### config.mk
export PLATFORM = sky130hd
export DESIGN_NAME = alu_top
export DESIGN_NICKNAME = d
export VERILOG_FILES = /design/src/hw/alu_pkg.sv /design/src/hw/alu_op_if.sv /design/src/hw/alu_arith_unit.sv /design/src/hw/alu_input_stage.sv /design/src/hw/alu_logic_unit.sv /design/src/hw/alu_output_stage.sv /design/src/hw/alu_top.sv
export SDC_FILE = /design/constraint.sdc
export NUM_CORES = 1
export LEC_CHECK = 0
export BUFFER_PORTS_ARGS = -buffer_cell sky130_fd_sc_hd__buf_2
export CAP_MARGIN = 10
export CORE_MARGIN = 3
export CORE_UTILIZATION = 57
export CTS_BUF_LIST = sky130_fd_sc_hd__clkbuf_4 sky130_fd_sc_hd__clkbuf_8 sky130_fd_sc_hd__clkbuf_16
export CTS_CLUSTER_SIZE = 12
export DETAILED_ROUTE_END_ITERATION = 10
export PLACE_DENSITY = 0.9
export SLEW_MARGIN = 25
export SYNTH_ARGS = -nofsm -noshare
export SYNTH_HDL_FRONTEND = slang
export SYNTH_SLANG_ARGS = --single-unit
### constraint.sdc
create_clock -name clk -period 3.23 [get_ports clk]
set_clock_uncertainty 0.2 [all_clocks]
set_input_delay 0.1615 -clock clk [delete_from_list [all_inputs] [get_ports clk]]
set_output_delay 0.1615 -clock clk [all_outputs]
set_load 0.05 [all_outputs]
### src/hw/alu_pkg.sv
package alu_pkg;

        localparam int CMD_W     = 4;
        localparam int DEFAULT_W = 8;

        // arithmetic commands, mode 1
        localparam logic [CMD_W-1:0] CMD_ADD     = 4'd0;
        localparam logic [CMD_W-1:0] CMD_SUB     = 4'd1;
        localparam logic [CMD_W-1:0] CMD_ADD_CIN = 4'd2;
        localparam logic [CMD_W-1:0] CMD_SUB_CIN = 4'd3;
        localparam logic [CMD_W-1:0] CMD_INC_A   = 4'd4;
        localparam logic [CMD_W-1:0] CMD_DEC_A   = 4'd5;
        localparam logic [CMD_W-1:0] CMD_INC_B   = 4'd6;
        localparam logic [CMD_W-1:0] CMD_DEC_B   = 4'd7;
        localparam logic [CMD_W-1:0] CMD_CMP     = 4'd8;

        // logic commands, mode 0
        localparam logic [CMD_W-1:0] CMD_AND     = 4'd0;
        localparam logic [CMD_W-1:0] CMD_NAND    = 4'd1;
        localparam logic [CMD_W-1:0] CMD_OR      = 4'd2;
        localparam logic [CMD_W-1:0] CMD_NOR     = 4'd3;
        localparam logic [CMD_W-1:0] CMD_XOR     = 4'd4;
        localparam logic [CMD_W-1:0] CMD_XNOR    = 4'd5;
        localparam logic [CMD_W-1:0] CMD_NOT_A   = 4'd6;
        localparam logic [CMD_W-1:0] CMD_NOT_B   = 4'd7;
        localparam logic [CMD_W-1:0] CMD_SHR1_A  = 4'd8;
        localparam logic [CMD_W-1:0] CMD_SHL1_A  = 4'd9;
        localparam logic [CMD_W-1:0] CMD_SHR1_B  = 4'd10;
        localparam logic [CMD_W-1:0] CMD_SHL1_B  = 4'd11;
        localparam logic [CMD_W-1:0] CMD_ROL_A_B = 4'd12;
        localparam logic [CMD_W-1:0] CMD_ROR_A_B = 4'd13;

        // operand-valid codes, 00 is never legal
        localparam logic [1:0] VALID_A  = 2'b01;
        localparam logic [1:0] VALID_B  = 2'b10;
        localparam logic [1:0] VALID_AB = 2'b11;

        typedef struct packed {
                logic cout;
                logic oflow;
                logic g;
                logic l;
                logic e;
                logic err;
        } alu_flags_t;

endpackage

### src/hw/alu_op_if.sv
`timescale 1ns/1ps

interface alu_op_if #(
        parameter int W = alu_pkg::DEFAULT_W
);
        logic [W-1:0]              opa;
        logic [W-1:0]              opb;
        logic                      cin;
        logic                      mode;
        logic [alu_pkg::CMD_W-1:0] cmd;
        logic [1:0]                inp_valid;

        modport src (
                output opa, opb, cin, mode, cmd, inp_valid
        );

        modport unit (
                input opa, opb, cin, mode, cmd, inp_valid
        );

endinterface

### src/hw/alu_arith_unit.sv
`timescale 1ns/1ps

module alu_arith_unit #(
        parameter int W = alu_pkg::DEFAULT_W
) (
        alu_op_if.unit              op,
        output logic [W:0]          res,
        output alu_pkg::alu_flags_t flags
);
        import alu_pkg::*;

        logic [W:0] a_x;
        logic [W:0] b_x;
        logic [W:0] cin_x;
        logic       need_a;
        logic       need_b;
        logic       a_ok;
        logic       b_ok;
        logic       bad_cmd;
        logic       bad_valid;

        // operands widened by one bit for carry and borrow
        assign a_x   = {1'b0, op.opa};
        assign b_x   = {1'b0, op.opb};
        assign cin_x = {{W{1'b0}}, op.cin};

        always_comb begin
                need_a  = 1'b0;
                need_b  = 1'b0;
                bad_cmd = 1'b0;
                case (op.cmd)
                        CMD_ADD, CMD_SUB, CMD_ADD_CIN, CMD_SUB_CIN, CMD_CMP: begin
                                need_a = 1'b1;
                                need_b = 1'b1;
                        end
                        CMD_INC_A, CMD_DEC_A: begin
                                need_a = 1'b1;
                        end
                        CMD_INC_B, CMD_DEC_B: begin
                                need_b = 1'b1;
                        end
                        default: begin
                                bad_cmd = 1'b1;
                        end
                endcase
        end

        assign a_ok      = (op.inp_valid == VALID_A) || (op.inp_valid == VALID_AB);
        assign b_ok      = (op.inp_valid == VALID_B) || (op.inp_valid == VALID_AB);
        assign bad_valid = (need_a && !a_ok) || (need_b && !b_ok);

        always_comb begin
                res   = '0;
                flags = '0;
                if (bad_cmd || bad_valid) begin
                        flags.err = 1'b1;
                end else begin
                        case (op.cmd)
                                CMD_ADD: begin
                                        res        = a_x + b_x;
                                        flags.cout = res[W];
                                end
                                CMD_ADD_CIN: begin
                                        res        = a_x + b_x + cin_x;
                                        flags.cout = res[W];
                                end
                                CMD_SUB: begin
                                        res         = a_x - b_x;
                                        flags.oflow = a_x < b_x;
                                end
                                CMD_SUB_CIN: begin
                                        res         = a_x - b_x - cin_x;
                                        flags.oflow = a_x < (b_x + cin_x);
                                end
                                CMD_INC_A: begin
                                        res        = a_x + (W+1)'(1);
                                        flags.cout = res[W];
                                end
                                CMD_INC_B: begin
                                        res        = b_x + (W+1)'(1);
                                        flags.cout = res[W];
                                end
                                // borrow out of zero
                                CMD_DEC_A: begin
                                        res         = a_x - (W+1)'(1);
                                        flags.oflow = (op.opa == '0);
                                end
                                CMD_DEC_B: begin
                                        res         = b_x - (W+1)'(1);
                                        flags.oflow = (op.opb == '0);
                                end
                                CMD_CMP: begin
                                        flags.g = op.opa > op.opb;
                                        flags.l = op.opa < op.opb;
                                        flags.e = op.opa == op.opb;
                                end
                                default: begin
                                        res = '0;
                                end
                        endcase
                end
        end

endmodule

### src/hw/alu_input_stage.sv
`timescale 1ns/1ps

module alu_input_stage #(
        parameter int W = alu_pkg::DEFAULT_W
) (
        input  logic                      clk,
        input  logic                      rst,
        input  logic                      ce,
        input  logic [W-1:0]              opa,
        input  logic [W-1:0]              opb,
        input  logic                      cin,
        input  logic                      mode,
        input  logic [alu_pkg::CMD_W-1:0] cmd,
        input  logic [1:0]                inp_valid,
        alu_op_if.src                     op
);

        // first pipeline stage, holds while ce is low
        always_ff @(posedge clk or posedge rst) begin
                if (rst) begin
                        op.opa       <= '0;
                        op.opb       <= '0;
                        op.cin       <= 1'b0;
                        op.mode      <= 1'b0;
                        op.cmd       <= '0;
                        op.inp_valid <= '0;
                end else if (ce) begin
                        op.opa       <= opa;
                        op.opb       <= opb;
                        op.cin       <= cin;
                        op.mode      <= mode;
                        op.cmd       <= cmd;
                        op.inp_valid <= inp_valid;
                end
        end

endmodule

### src/hw/alu_logic_unit.sv
`timescale 1ns/1ps

module alu_logic_unit #(
        parameter int W = alu_pkg::DEFAULT_W
) (
        alu_op_if.unit              op,
        output logic [W:0]          res,
        output alu_pkg::alu_flags_t flags
);
        import alu_pkg::*;

        localparam int SH_W = $clog2(W);

        logic [SH_W-1:0] amt;
        logic            amt_bad;
        logic [2*W-1:0]  rol_x;
        logic [2*W-1:0]  ror_x;
        logic [W-1:0]    val;
        logic            need_a;
        logic            need_b;
        logic            is_rot;
        logic            bad_cmd;
        logic            bad_valid;

        // rotate through a doubled copy of A
        assign amt     = op.opb[SH_W-1:0];
        assign amt_bad = |op.opb[W-1:SH_W];
        assign rol_x   = {op.opa, op.opa} << amt;
        assign ror_x   = {op.opa, op.opa} >> amt;

        always_comb begin
                need_a  = 1'b0;
                need_b  = 1'b0;
                is_rot  = 1'b0;
                bad_cmd = 1'b0;
                val     = '0;
                case (op.cmd)
                        CMD_AND: begin
                                need_a = 1'b1;
                                need_b = 1'b1;
                                val    = op.opa & op.opb;
                        end
                        CMD_NAND: begin
                                need_a = 1'b1;
                                need_b = 1'b1;
                                val    = ~(op.opa & op.opb);
                        end
                        CMD_OR: begin
                                need_a = 1'b1;
                                need_b = 1'b1;
                                val    = op.opa | op.opb;
                        end
                        CMD_NOR: begin
                                need_a = 1'b1;
                                need_b = 1'b1;
                                val    = ~(op.opa | op.opb);
                        end
                        CMD_XOR: begin
                                need_a = 1'b1;
                                need_b = 1'b1;
                                val    = op.opa ^ op.opb;
                        end
                        CMD_XNOR: begin
                                need_a = 1'b1;
                                need_b = 1'b1;
                                val    = ~(op.opa ^ op.opb);
                        end
                        CMD_NOT_A: begin
                                need_a = 1'b1;
                                val    = ~op.opa;
                        end
                        CMD_NOT_B: begin
                                need_b = 1'b1;
                                val    = ~op.opb;
                        end
                        CMD_SHR1_A: begin
                                need_a = 1'b1;
                                val    = op.opa >> 1;
                        end
                        CMD_SHL1_A: begin
                                need_a = 1'b1;
                                val    = op.opa << 1;
                        end
                        CMD_SHR1_B: begin
                                need_b = 1'b1;
                                val    = op.opb >> 1;
                        end
                        CMD_SHL1_B: begin
                                need_b = 1'b1;
                                val    = op.opb << 1;
                        end
                        CMD_ROL_A_B: begin
                                need_a = 1'b1;
                                need_b = 1'b1;
                                is_rot = 1'b1;
                                val    = rol_x[2*W-1:W];
                        end
                        CMD_ROR_A_B: begin
                                need_a = 1'b1;
                                need_b = 1'b1;
                                is_rot = 1'b1;
                                val    = ror_x[W-1:0];
                        end
                        default: begin
                                bad_cmd = 1'b1;
                        end
                endcase
        end

        assign bad_valid = (op.inp_valid == 2'b00)
                           || (need_a && need_b && op.inp_valid != VALID_AB)
                           || (need_a && !need_b && op.inp_valid == VALID_B)
                           || (need_b && !need_a && op.inp_valid == VALID_A);

        always_comb begin
                flags = '0;
                if (bad_cmd || bad_valid || (is_rot && amt_bad)) begin
                        flags.err = 1'b1;
                        res       = '0;
                end else begin
                        res = {1'b0, val};
                end
        end

endmodule

### src/hw/alu_output_stage.sv
`timescale 1ns/1ps

module alu_output_stage #(
        parameter int W = alu_pkg::DEFAULT_W
) (
        input  logic                clk,
        input  logic                rst,
        input  logic                ce,
        alu_op_if.unit              op,
        input  logic [W:0]          arith_res,
        input  logic [W:0]          logic_res,
        input  alu_pkg::alu_flags_t arith_flags,
        input  alu_pkg::alu_flags_t logic_flags,
        output logic [W:0]          res,
        output logic                cout,
        output logic                oflow,
        output logic                g,
        output logic                l,
        output logic                e,
        output logic                err
);
        import alu_pkg::*;

        logic [W:0] sel_res;
        alu_flags_t sel_flags;

        // mode 1 picks the arithmetic unit
        assign sel_res   = op.mode ? arith_res : logic_res;
        assign sel_flags = op.mode ? arith_flags : logic_flags;

        always_ff @(posedge clk or posedge rst) begin
                if (rst) begin
                        res   <= '0;
                        cout  <= 1'b0;
                        oflow <= 1'b0;
                        g     <= 1'b0;
                        l     <= 1'b0;
                        e     <= 1'b0;
                        err   <= 1'b0;
                end else if (ce) begin
                        res   <= sel_res;
                        cout  <= sel_flags.cout;
                        oflow <= sel_flags.oflow;
                        g     <= sel_flags.g;
                        l     <= sel_flags.l;
                        e     <= sel_flags.e;
                        err   <= sel_flags.err;
                end
        end

endmodule

### src/hw/alu_top.sv
`timescale 1ns/1ps

module alu_top #(
        parameter int W = alu_pkg::DEFAULT_W
) (
        input  logic                      clk,
        input  logic                      rst,
        input  logic                      ce,
        input  logic                      mode,
        input  logic                      cin,
        input  logic [1:0]                inp_valid,
        input  logic [alu_pkg::CMD_W-1:0] cmd,
        input  logic [W-1:0]              opa,
        input  logic [W-1:0]              opb,
        output logic [W:0]                res,
        output logic                      cout,
        output logic                      oflow,
        output logic                      g,
        output logic                      l,
        output logic                      e,
        output logic                      err
);
        import alu_pkg::*;

        logic [W:0] arith_res;
        logic [W:0] logic_res;
        alu_flags_t arith_flags;
        alu_flags_t logic_flags;

        alu_op_if #(.W(W)) op_bus ();

        alu_input_stage #(.W(W)) u_input (
                .clk       (clk),
                .rst       (rst),
                .ce        (ce),
                .opa       (opa),
                .opb       (opb),
                .cin       (cin),
                .mode      (mode),
                .cmd       (cmd),
                .inp_valid (inp_valid),
                .op        (op_bus.src)
        );

        // both units evaluate every registered operation
        alu_arith_unit #(.W(W)) u_arith (
                .op    (op_bus.unit),
                .res   (arith_res),
                .flags (arith_flags)
        );

        alu_logic_unit #(.W(W)) u_logic (
                .op    (op_bus.unit),
                .res   (logic_res),
                .flags (logic_flags)
        );

        alu_output_stage #(.W(W)) u_output (
                .clk         (clk),
                .rst         (rst),
                .ce          (ce),
                .op          (op_bus.unit),
                .arith_res   (arith_res),
                .logic_res   (logic_res),
                .arith_flags (arith_flags),
                .logic_flags (logic_flags),
                .res         (res),
                .cout        (cout),
                .oflow       (oflow),
                .g           (g),
                .l           (l),
                .e           (e),
                .err         (err)
        );

endmodule

# After elaboration in Yosys (flattened, before gate mapping)
# Cells that the tools add are included.
# op_classes
n_addsub	9
mul	0
div	0
magnitude_cmp	4
eq_ne	18
n_shift	2
mux	19
bitwise_logic	8
reduce_logical	34
# ops
cell	n
$pmux W8 S14	1
$pmux W9 S8	1
$not A8 Y8	5
$eq A4 B4 Y1 const B	6
$reduce_or A11 Y1	2
$add A8 B1 Y9 const B	2
$mux W9	2
$sub A8 B1 Y9 const B	2
$eq A4 B3 Y1 const B	4
$logic_not A8 Y1	2
$lt A8 B8 Y1	2
$shl A16 B3 Y16	1
$shr A16 B3 Y8	1
$reduce_or A14 Y1	1
$reduce_or A7 Y1	2
$add A8 B1 Y9	1
$add A8 B8 Y9	1
$add A9 B1 Y9	1
$logic_and A1 B1 Y1	9
$logic_or A1 B1 Y1	9
$lt A8 B9 Y1	1
$mux W1	9
$reduce_or A9 Y1	1
$sub A8 B8 Y9	1
other kinds (21)	27
# totals
ff_bits	39
latchBits	0
mem_bits_rw	0
romBits	0
input_bits	27
out_inout_bits	15
elab_cells	107
memories	0

# Longest topological paths before layout
# Gate-level depths: netlist of the first run.
# depth
depth_word	12
mapped_depth	14
ltp_nobuf	11

# Cells and area by module
# A second synthesis of the first run with hierarchy kept.
# hier_totals
cells_unflattened	771
area_unflattened_um2	6274.8
# by_module_without_submodules
module	instances	cells_each	area_per_inst_um2	seq_area_each_um2
alu_arith_unit	1	384	2661.3	0.0
alu_logic_unit	1	269	1908.1	0.0
alu_input_stage	1	52	1001.0	600.6
alu_output_stage	1	66	704.4	375.4

# Least setup slack after synthesis of the first run
# OpenSTA, ideal clock, no wires.
# synth_path
kind	reg-to-reg
startpoint	register u_input.op.opb[2]
endpoint	register u_output.res[8]
setup_time_ns	0.144
arrival_time_ns	2.938
required_time_ns	2.886
path_slack_ns	-0.052
stages_incl_launch_ff	14
path_buffers	3
synth_period_minus_slack_ns	3.282
path_cell_list	dfrtp_1 -> buf_2 -> inv_1 -> clkbuf_1 -> ha_1 -> buf_2 -> a211oi_2 -> nor2_1 -> and4bb_1 -> nand4_1 -> nor3_1 -> a21oi_1 -> nor3_1 -> o221ai_1
# synth_between
elab_chain_cells	5
elab_cells_between_ends	9
cone_classes	6 x add/sub; 3 x mux
# synth_rtl
item	line_no	text
start, declared	alu_op_if.sv:14	output opa, opb, cin, mode, cmd, inp_valid
$sub A8 B8 Y9 / $add A8 B8 Y9 (equally long branches)	-	
$sub A9 B1 Y9 / $add A9 B1 Y9 (equally long branches)	alu_arith_unit.sv:72, alu_arith_unit.sv:64	
$pmux W9 S8 (*)	alu_arith_unit.sv:58	case (op.cmd)
$mux W9 (*)	alu_arith_unit.sv:55	if (bad_cmd || bad_valid) begin
$mux W9 (*)	alu_output_stage.sv:28	assign sel_res = op.mode ? arith_res : logic_res;
end signal, assigned	alu_output_stage.sv:41	res <= sel_res;
end, declared	alu_output_stage.sv:14	output logic [W:0] res,
# Every way passes the cells marked *; elsewhere a longest branch is shown, timed or not.
# A chain may end at the register's enable or synchronous reset.

# Worst setup path after layout of the first run
# layout_path
startpoint	register u_input.op.opb[4]
endpoint	register u_output.res[7]
# layout_between
elab_chain_cells	5
elab_cells_between_ends	13
cone_classes	6 x add/sub; 4 x mux; 3 x reduce/logical
# layout_rtl
item	line_no	text
$sub A8 B8 Y9 (tied with other cells)	alu_arith_unit.sv:68, alu_arith_unit.sv:72	
$sub A9 B1 Y9 (tied with other cells)	alu_arith_unit.sv:72	res = a_x - b_x - cin_x;
$pmux W9 S8 / $logic_or A1 B1 Y1 (equally long branches)	alu_arith_unit.sv:58, alu_logic_unit.sv:117	
$mux W9 / $mux W8 (equally long branches)	alu_arith_unit.sv:55, alu_logic_unit.sv:117	
$mux W9 (*)	alu_output_stage.sv:28	
# Marks and branches as above.

==> metrics.cfg, run 1 <==
[outcome]
status = finished clean

[yosys]
synth.distinct_cells = 87
avgSynthCellArea_um2 = 7.58
synth_edf_count = 0
synth_top_area_cell = dfrtp_1
syn_inst = 736
ys_top_cells_by_area = dfrtp_1, ha_1, nor2_1
async_flop_share_pct = 100
seq_area_frac_synth_pct = 17.5
netlist_top_cells_count = nor2_1, nand2_1, o21ai_0
synth_top_area_share_pct = 17.5
ys_seq_elements = 39
ys_warn_count = 0
ys.flop_type = dfrtp_1
netlist_area_um2 = 5580
syn_nets = 808
post-synth-top-count-cell = nor2_1

[route]
vias_per_cell = 7.08
drt_first_iter_violations = 1351
ant_nets = 0
routed_wl_um = 22200
wire_per_inst_um = 23.6
dr.pass1.iters = 8
vias = 6671
drc_errors = 0

[clocking]
numCtsBuffers = 5
clock_sinks = 39
clockBufferDepth = 2
clk_pin_slew_ns = 0.10
tritoncts = yes
clk_latency_ns = 0.32
cts-root-buf = clkbuf_8
htreeDepth = 2

[placement]
port_buffers = 41
dpl.hpwl_um = 16300
place_congestion = 1.15

[global_routing]
grt_pass1_wl_um = 34900
gr-total-overflow = 0
grt_start_max_net_pins = 53
grt_pass1_vias = 6417
antenna_found_initial = 0
grt.total_usage_pct = 39.9

[floorplan]
start_util_pct = 59.5
dieArea_um2 = 11000
ios = 42
dieWidth_um = 105
dieHeight_um = 105
rows = 35
core-area_um2 = 9370

[critical_path]
crit_fanout = 6
critPathMaxStageDelay_ns = 0.52
r2r_cells = 10
start_kind = flip-flop
cp_slowest_cell = or4_1
r2r_setup_slack_ns = 0.1
cp.arrival_ns = 3.15
cp.buffers_inverters = 2
cp_cell_sequence = inv_2 -> ha_1 -> inv_2 -> or4_1 -> o21ai_1 -> o21a_1 -> nor3_1 -> a2111oi_0 -> a31oi_1 -> o22a_1
timing.rr.start = u_input.op.opb[4]
crit_family = compound AO/OA/AOI/OAI gates
endpoint_kind = flip-flop
timing.rr.end = u_output.res[7]
critPathRequiredTime_ns = 3.24
path_class = reg -> reg
cp_common_cell = inv_2

[timing]
hold_viol = 0
setup_violations = 0
fin_setup_tns_ns = 0
fmax_mhz = 319
slew_viol_final = 0
post-route-period-util_pct = 97.0
tightest_slew_ns = 0.927
min_period_ns = 3.13
worst_hold_slack_ns = 0.136
timing.slew.headroom_pct = 37.8

[hold_path]
hp-start = ce
holdPathEnd = u_output.g
hold_path_class = in -> reg
hold-path-cell-count = 3

[cells_and_area]
fillers = 780
area_growth_pct = 17.3
drive_gt1_share_pct = 18.8
nets = 884
antennaDiodeCount = 0
regArea_um2 = 976
multiInputGateArea_um2 = 4230
final_util_pct = 69.8

[power_and_ir_drop]
power_density_nw_per_um2 = 409
ir_worst_vdd_v = 0.000233
finalPower_w = 0.00268
p_leak_nw = 2.80

[run]
drv_cap = 0

## state kept, by name, summed over array words and instances (netlist names)
signal	count
u_output.res	9
u_input.op.opa	8
u_input.op.opb	8
u_input.op.cmd	4
u_input.op.inp_valid	2
u_input.op.cin	1
u_input.op.mode	1
u_output.cout	1
u_output.e	1
u_output.err	1
u_output.g	1
u_output.l	1
u_output.oflow	1
## layout make-up
type	instances	share of cell area [%]
repair buffers	127	14.0
flip-flops and latches	39	14.9
well taps	129	2.47
clock inverters	2	0.593
inverters	38	2.26
clock buffers	6	1.26
multi-input cells	601	64.6
## power by group
group / switching [W] / internal [W]
Sequential: 0.0000435 / 0.000530
Clock: 0.000222 / 0.000255
Combinational: 0.00102 / 0.000613
Total: 0.00128 / 0.00140
## stage by stage
step	setup slack (ns)	cell area (um2)	instances
finish	0.0955	6550	942
global route	-0.0237	6550	942
CTS	0.0805	6500	941
detailed placement	0.105	6130	908
global placement	0.234	6130	908
floorplan	0.0587	5580	736
## tightest hold or removal path: cells and delay by family
family          cells  cell delay [ns]
buf+inv             2             0.27
compound gates      1             0.18
## cells in the final DEF, fill, tap and decap left out, types with 10 or more instances in the layout
master,netlist,routed
buf_4,2,61
dfrtp_1,39,39
a211oi_1,10,10
inv_1,32,31
mux2i_1,20,20
ha_1,43,42
nand2_1,57,57
o22ai_1,19,19
xnor2_1,28,28
buf_2,19,41
nor3_1,27,25
xor2_1,10,10
a21oi_1,42,42
o21ai_0,56,56
dlygate4sd3_1,0,25
o221ai_1,11,11
mux2_2,10,10
nand3_1,25,25
nor2_1,75,74
## how the worst max path moves through the flow
| stage | from | cells after the start | end |
|---|---|---|---|
| 2_1_floorplan | u_input.op.opa[5] | 11 | u_output.res[8] |
| 3_3_place_gp | u_input.op.opa[0] | 10 | u_output.res[8] |
| 3_5_place_dp | u_input.op.opa[0] | 10 | u_output.res[7] |
| 4_1_cts | u_input.op.opa[0] | 10 | u_output.res[7] |
| 5_1_grt | u_input.op.opa[2] | 10 | u_output.res[7] |
| 6_report | u_input.op.opb[4] | 10 | u_output.res[7] |
## routing by layer
layer,global-route usage [%],share of wire (%),up-vias
met1,48.9,35,3055
met5,0,0,-
li1,-,-,2859
met2,60.5,42,575
met4,22.7,7.6,0
met3,14.2,15,182
## cells by family after synthesis
family / count (synthesis) / share of synthesized area (%)
AND/OR/NAND/NOR: 248 / 21.8
AO/OA/AOI/OAI: 233 / 28.6
buffers and inverters: 96 / 7.51
adder cells (fa/ha/maj): 45 / 10.4
XOR/XNOR: 39 / 6.26
flip-flops: 39 / 17.5
multiplexers: 36 / 8.03
## what timing repair did
| item | in CTS | in global routing |
|---|---|---|
| hold buffers | 25 | 0 |
| gates resized for setup | 0 | 9 |
| endpoints found under the setup margin | 0 | 4 |
| setup buffers | 0 | 1 |
| endpoints found under the hold margin | 46 | 0 |
Note: power is estimated with default switching activity, not from simulation.
==> inputs of run 2 (changes only) <==
CORE_ASPECT_RATIO = 1.75   (was unset)
SETUP_SLACK_MARGIN = 0.2   (was unset)
==> run 2 against run 1 <==
Combinational power rose by 6%. Critical endpoint unchanged. Largest cell class unchanged. Power up 8.1%. Clock power increased by 26%. Critical path type unchanged. Flip-flop and latch count stayed put. Largest power group unchanged. Global-route usage increased by 4.5 points.
==> metrics.cfg, run 2 (same netlist as run 1, synthesis figures left out) <==
[timing]
fmax_mhz = 324  ; +1.6%
setup_slack_ns = 0.144  ; +0.0488 ns
hold_viol = 0  ; unchanged
slew_viol_final = 0  ; unchanged
min_period_ns = 3.09  ; -0.0488 ns
tightest_slew_ns = 0.936  ; +0.00883 ns
post-route-period-util_pct = 95.5  ; -1.5 points
timing.slew.headroom_pct = 37.0  ; -0.78 points
rsz0062_at_grt = true
fin_setup_tns_ns = 0  ; unchanged
worst_hold_slack_ns = 0.185  ; +0.0491 ns
setup_violations = 0  ; unchanged

[placement]
place_ws_ns = 0.00706  ; -0.0977 ns
place_congestion = 1.16  ; +0.56%
place_area_um2 = 6230  ; +1.7%
port_buffers = 41  ; unchanged
dpl.hpwl_um = 18000  ; +11%

[clocking]
tritoncts = yes
cts-root-buf = clkbuf_16
clk_pin_slew_ns = 0.07  ; -0.03 ns
clock_sinks = 39  ; unchanged
clk_latency_ns = 0.29  ; -0.03 ns
clockBufferDepth = 2  ; unchanged
numCtsBuffers = 5  ; unchanged
htreeDepth = 2  ; unchanged

[outcome]
status = finished clean

[route]
drt_first_iter_violations = 783  ; -42%
drc_errors = 0  ; unchanged
routed_wl_um = 24100  ; +8.6%
wire_per_inst_um = 25.3  ; +7.2%
ant_nets = 0  ; unchanged
vias_per_cell = 6.93  ; -2.1%
vias = 6618  ; -0.79%
dr.pass1.iters = 8  ; unchanged

[critical_path]
crit_fanout = 31  ; +25
start_kind = flip-flop
endpoint_kind = flip-flop
cp.arrival_ns = 3.12  ; -0.03 ns
path_class = reg -> reg
critPathRequiredTime_ns = 3.27  ; +0.03 ns

[power_and_ir_drop]
p_leak_nw = 2.92  ; +4.4%
ir_worst_vdd_v = 0.000303  ; +30%
power_density_nw_per_um2 = 423  ; +3.4%

[global_routing]
antenna_found_initial = 1  ; +1
grt_pass1_vias = 6369  ; -0.75%
grt_pass1_wl_um = 36000  ; +3.1%
gr-total-overflow = 0  ; unchanged
grt_start_max_net_pins = 53  ; unchanged
grt.total_usage_pct = 44.4  ; +4.5 points

[run]
drv_cap = 0  ; unchanged

[cells_and_area]
mostFrequentLayoutCell = buf_4
final_util_pct = 71.8  ; +2.0 points
area_growth_pct = 22.6
largest_register_ffs = 9  ; unchanged
regMostFlops = u_output.res
fin_area_um2 = 6840  ; +4.5%
drive_gt1_share_pct = 23.2  ; +4.4 points
nets = 904  ; +2.3%
antennaDiodeCount = 0  ; unchanged
mostFrequentLayoutCells = buf_4, nor2_1, nand2_1
reg.largest.list = u_output.res x9, u_input.op.opa x8, u_input.op.opb x8

[floorplan]
dieHeight_um = 137  ; +30%
dieArea_um2 = 11100  ; +0.42%
dieWidth_um = 80.8  ; -23%
start_util_pct = 58.6  ; -0.97 points
rows = 47  ; +34%
ios = 42  ; unchanged
core-area_um2 = 9530  ; +1.7%

[hold_path]
hold_path_class = in -> reg

-- run 2: cell types whose count changed in the layout (fill, tap and decap cells not counted), moves of 3 or more --
| cell | previous run | this run |
|---|---|---|
| o21ai_0 | 56 | 49 |
| ha_2 | 1 | 4 |
| buf_6 | 0 | 3 |
| o21ai_1 | 5 | 11 |
| inv_2 | 3 | 6 |
| clkbuf_16 | 0 | 5 |
| buf_4 | 61 | 78 |
| ha_1 | 42 | 37 |
| inv_1 | 31 | 28 |
| clkbuf_8 | 6 | 0 |
-- run 2: power breakdown --
part | total [W] | leakage [nW] | internal, W | switching (W)
Combinational | 0.00173 | 2.36 | 0.000678 | 0.00105
Clock | 0.000599 | 0.0805 | 0.000374 | 0.000225
Sequential | 0.000570 | 0.487 | 0.000531 | 0.0000388
-- run 2: final cells by class --
type                       count  area, um2
multi-input combinational    601       4310
fill                         779       2690
timing repair buffer         147       1070
sequential                    39        978
inverter                      38        153
tap                          122        153
clock buffer                   6        133
clock inverter                 2       37.5
-- run 2: timing repair --
| action | CTS | global route |
|---|---|---|
| buffers inserted | 3 | 6 |
| setup endpoints to repair | 4 | 8 |
| pin swaps | 3 | 15 |
| hold buffers | 25 | 0 |
| resized for setup | 7 | 29 |
| endpoints found under the hold margin | 46 | 0 |
-- run 2: worst max-delay path, stage by stage, from the launching register on --
cell and delay (ns):
dfrtp_1 0.37, buf_4 0.32, buf_4 0.29, nor2b_1 0.46, nand3_1 0.40, a211o_1 0.38, a41o_1 0.24, nand2_1 0.19
o22a_1 0.16
-- run 2: routing by layer --
layer	track usage (%)	vias up	wire [um]
li1	-	2914	-
met1	47.8	3047	7900
met2	71.1	486	11100
met3	11.5	169	2570
met4	37.5	2	2520
met5	0	-	13
-- run 2: worst paths after layout --
| path | startpoint | end | slack [ns] | depth (start not counted) |
|---|---|---|---|---|
| max reg2reg | u_input.op.cmd[0] | u_output.res[7] | 0.14 | 8 |
| min reg2reg | u_output.e | u_output.e | 0.30 | 1 |
| min in group asynchronous | rst | u_input.op.inp_valid[1] | 0.28 | 3 |
| max in group asynchronous | rst | u_output.g | 1.86 | 4 |
| min | ce | u_output.res[3] | 0.18 | 4 |
| max | u_input.op.cmd[0] | u_output.res[7] | 0.14 | 8 |
-- run 2: stage by stage --
stage,cells,power (W)
floorplan,736,0.00160
global placement,913,0.00210
detailed placement,913,0.00213
CTS,949,0.00276
global route,955,0.00301
finish,955,0.00290
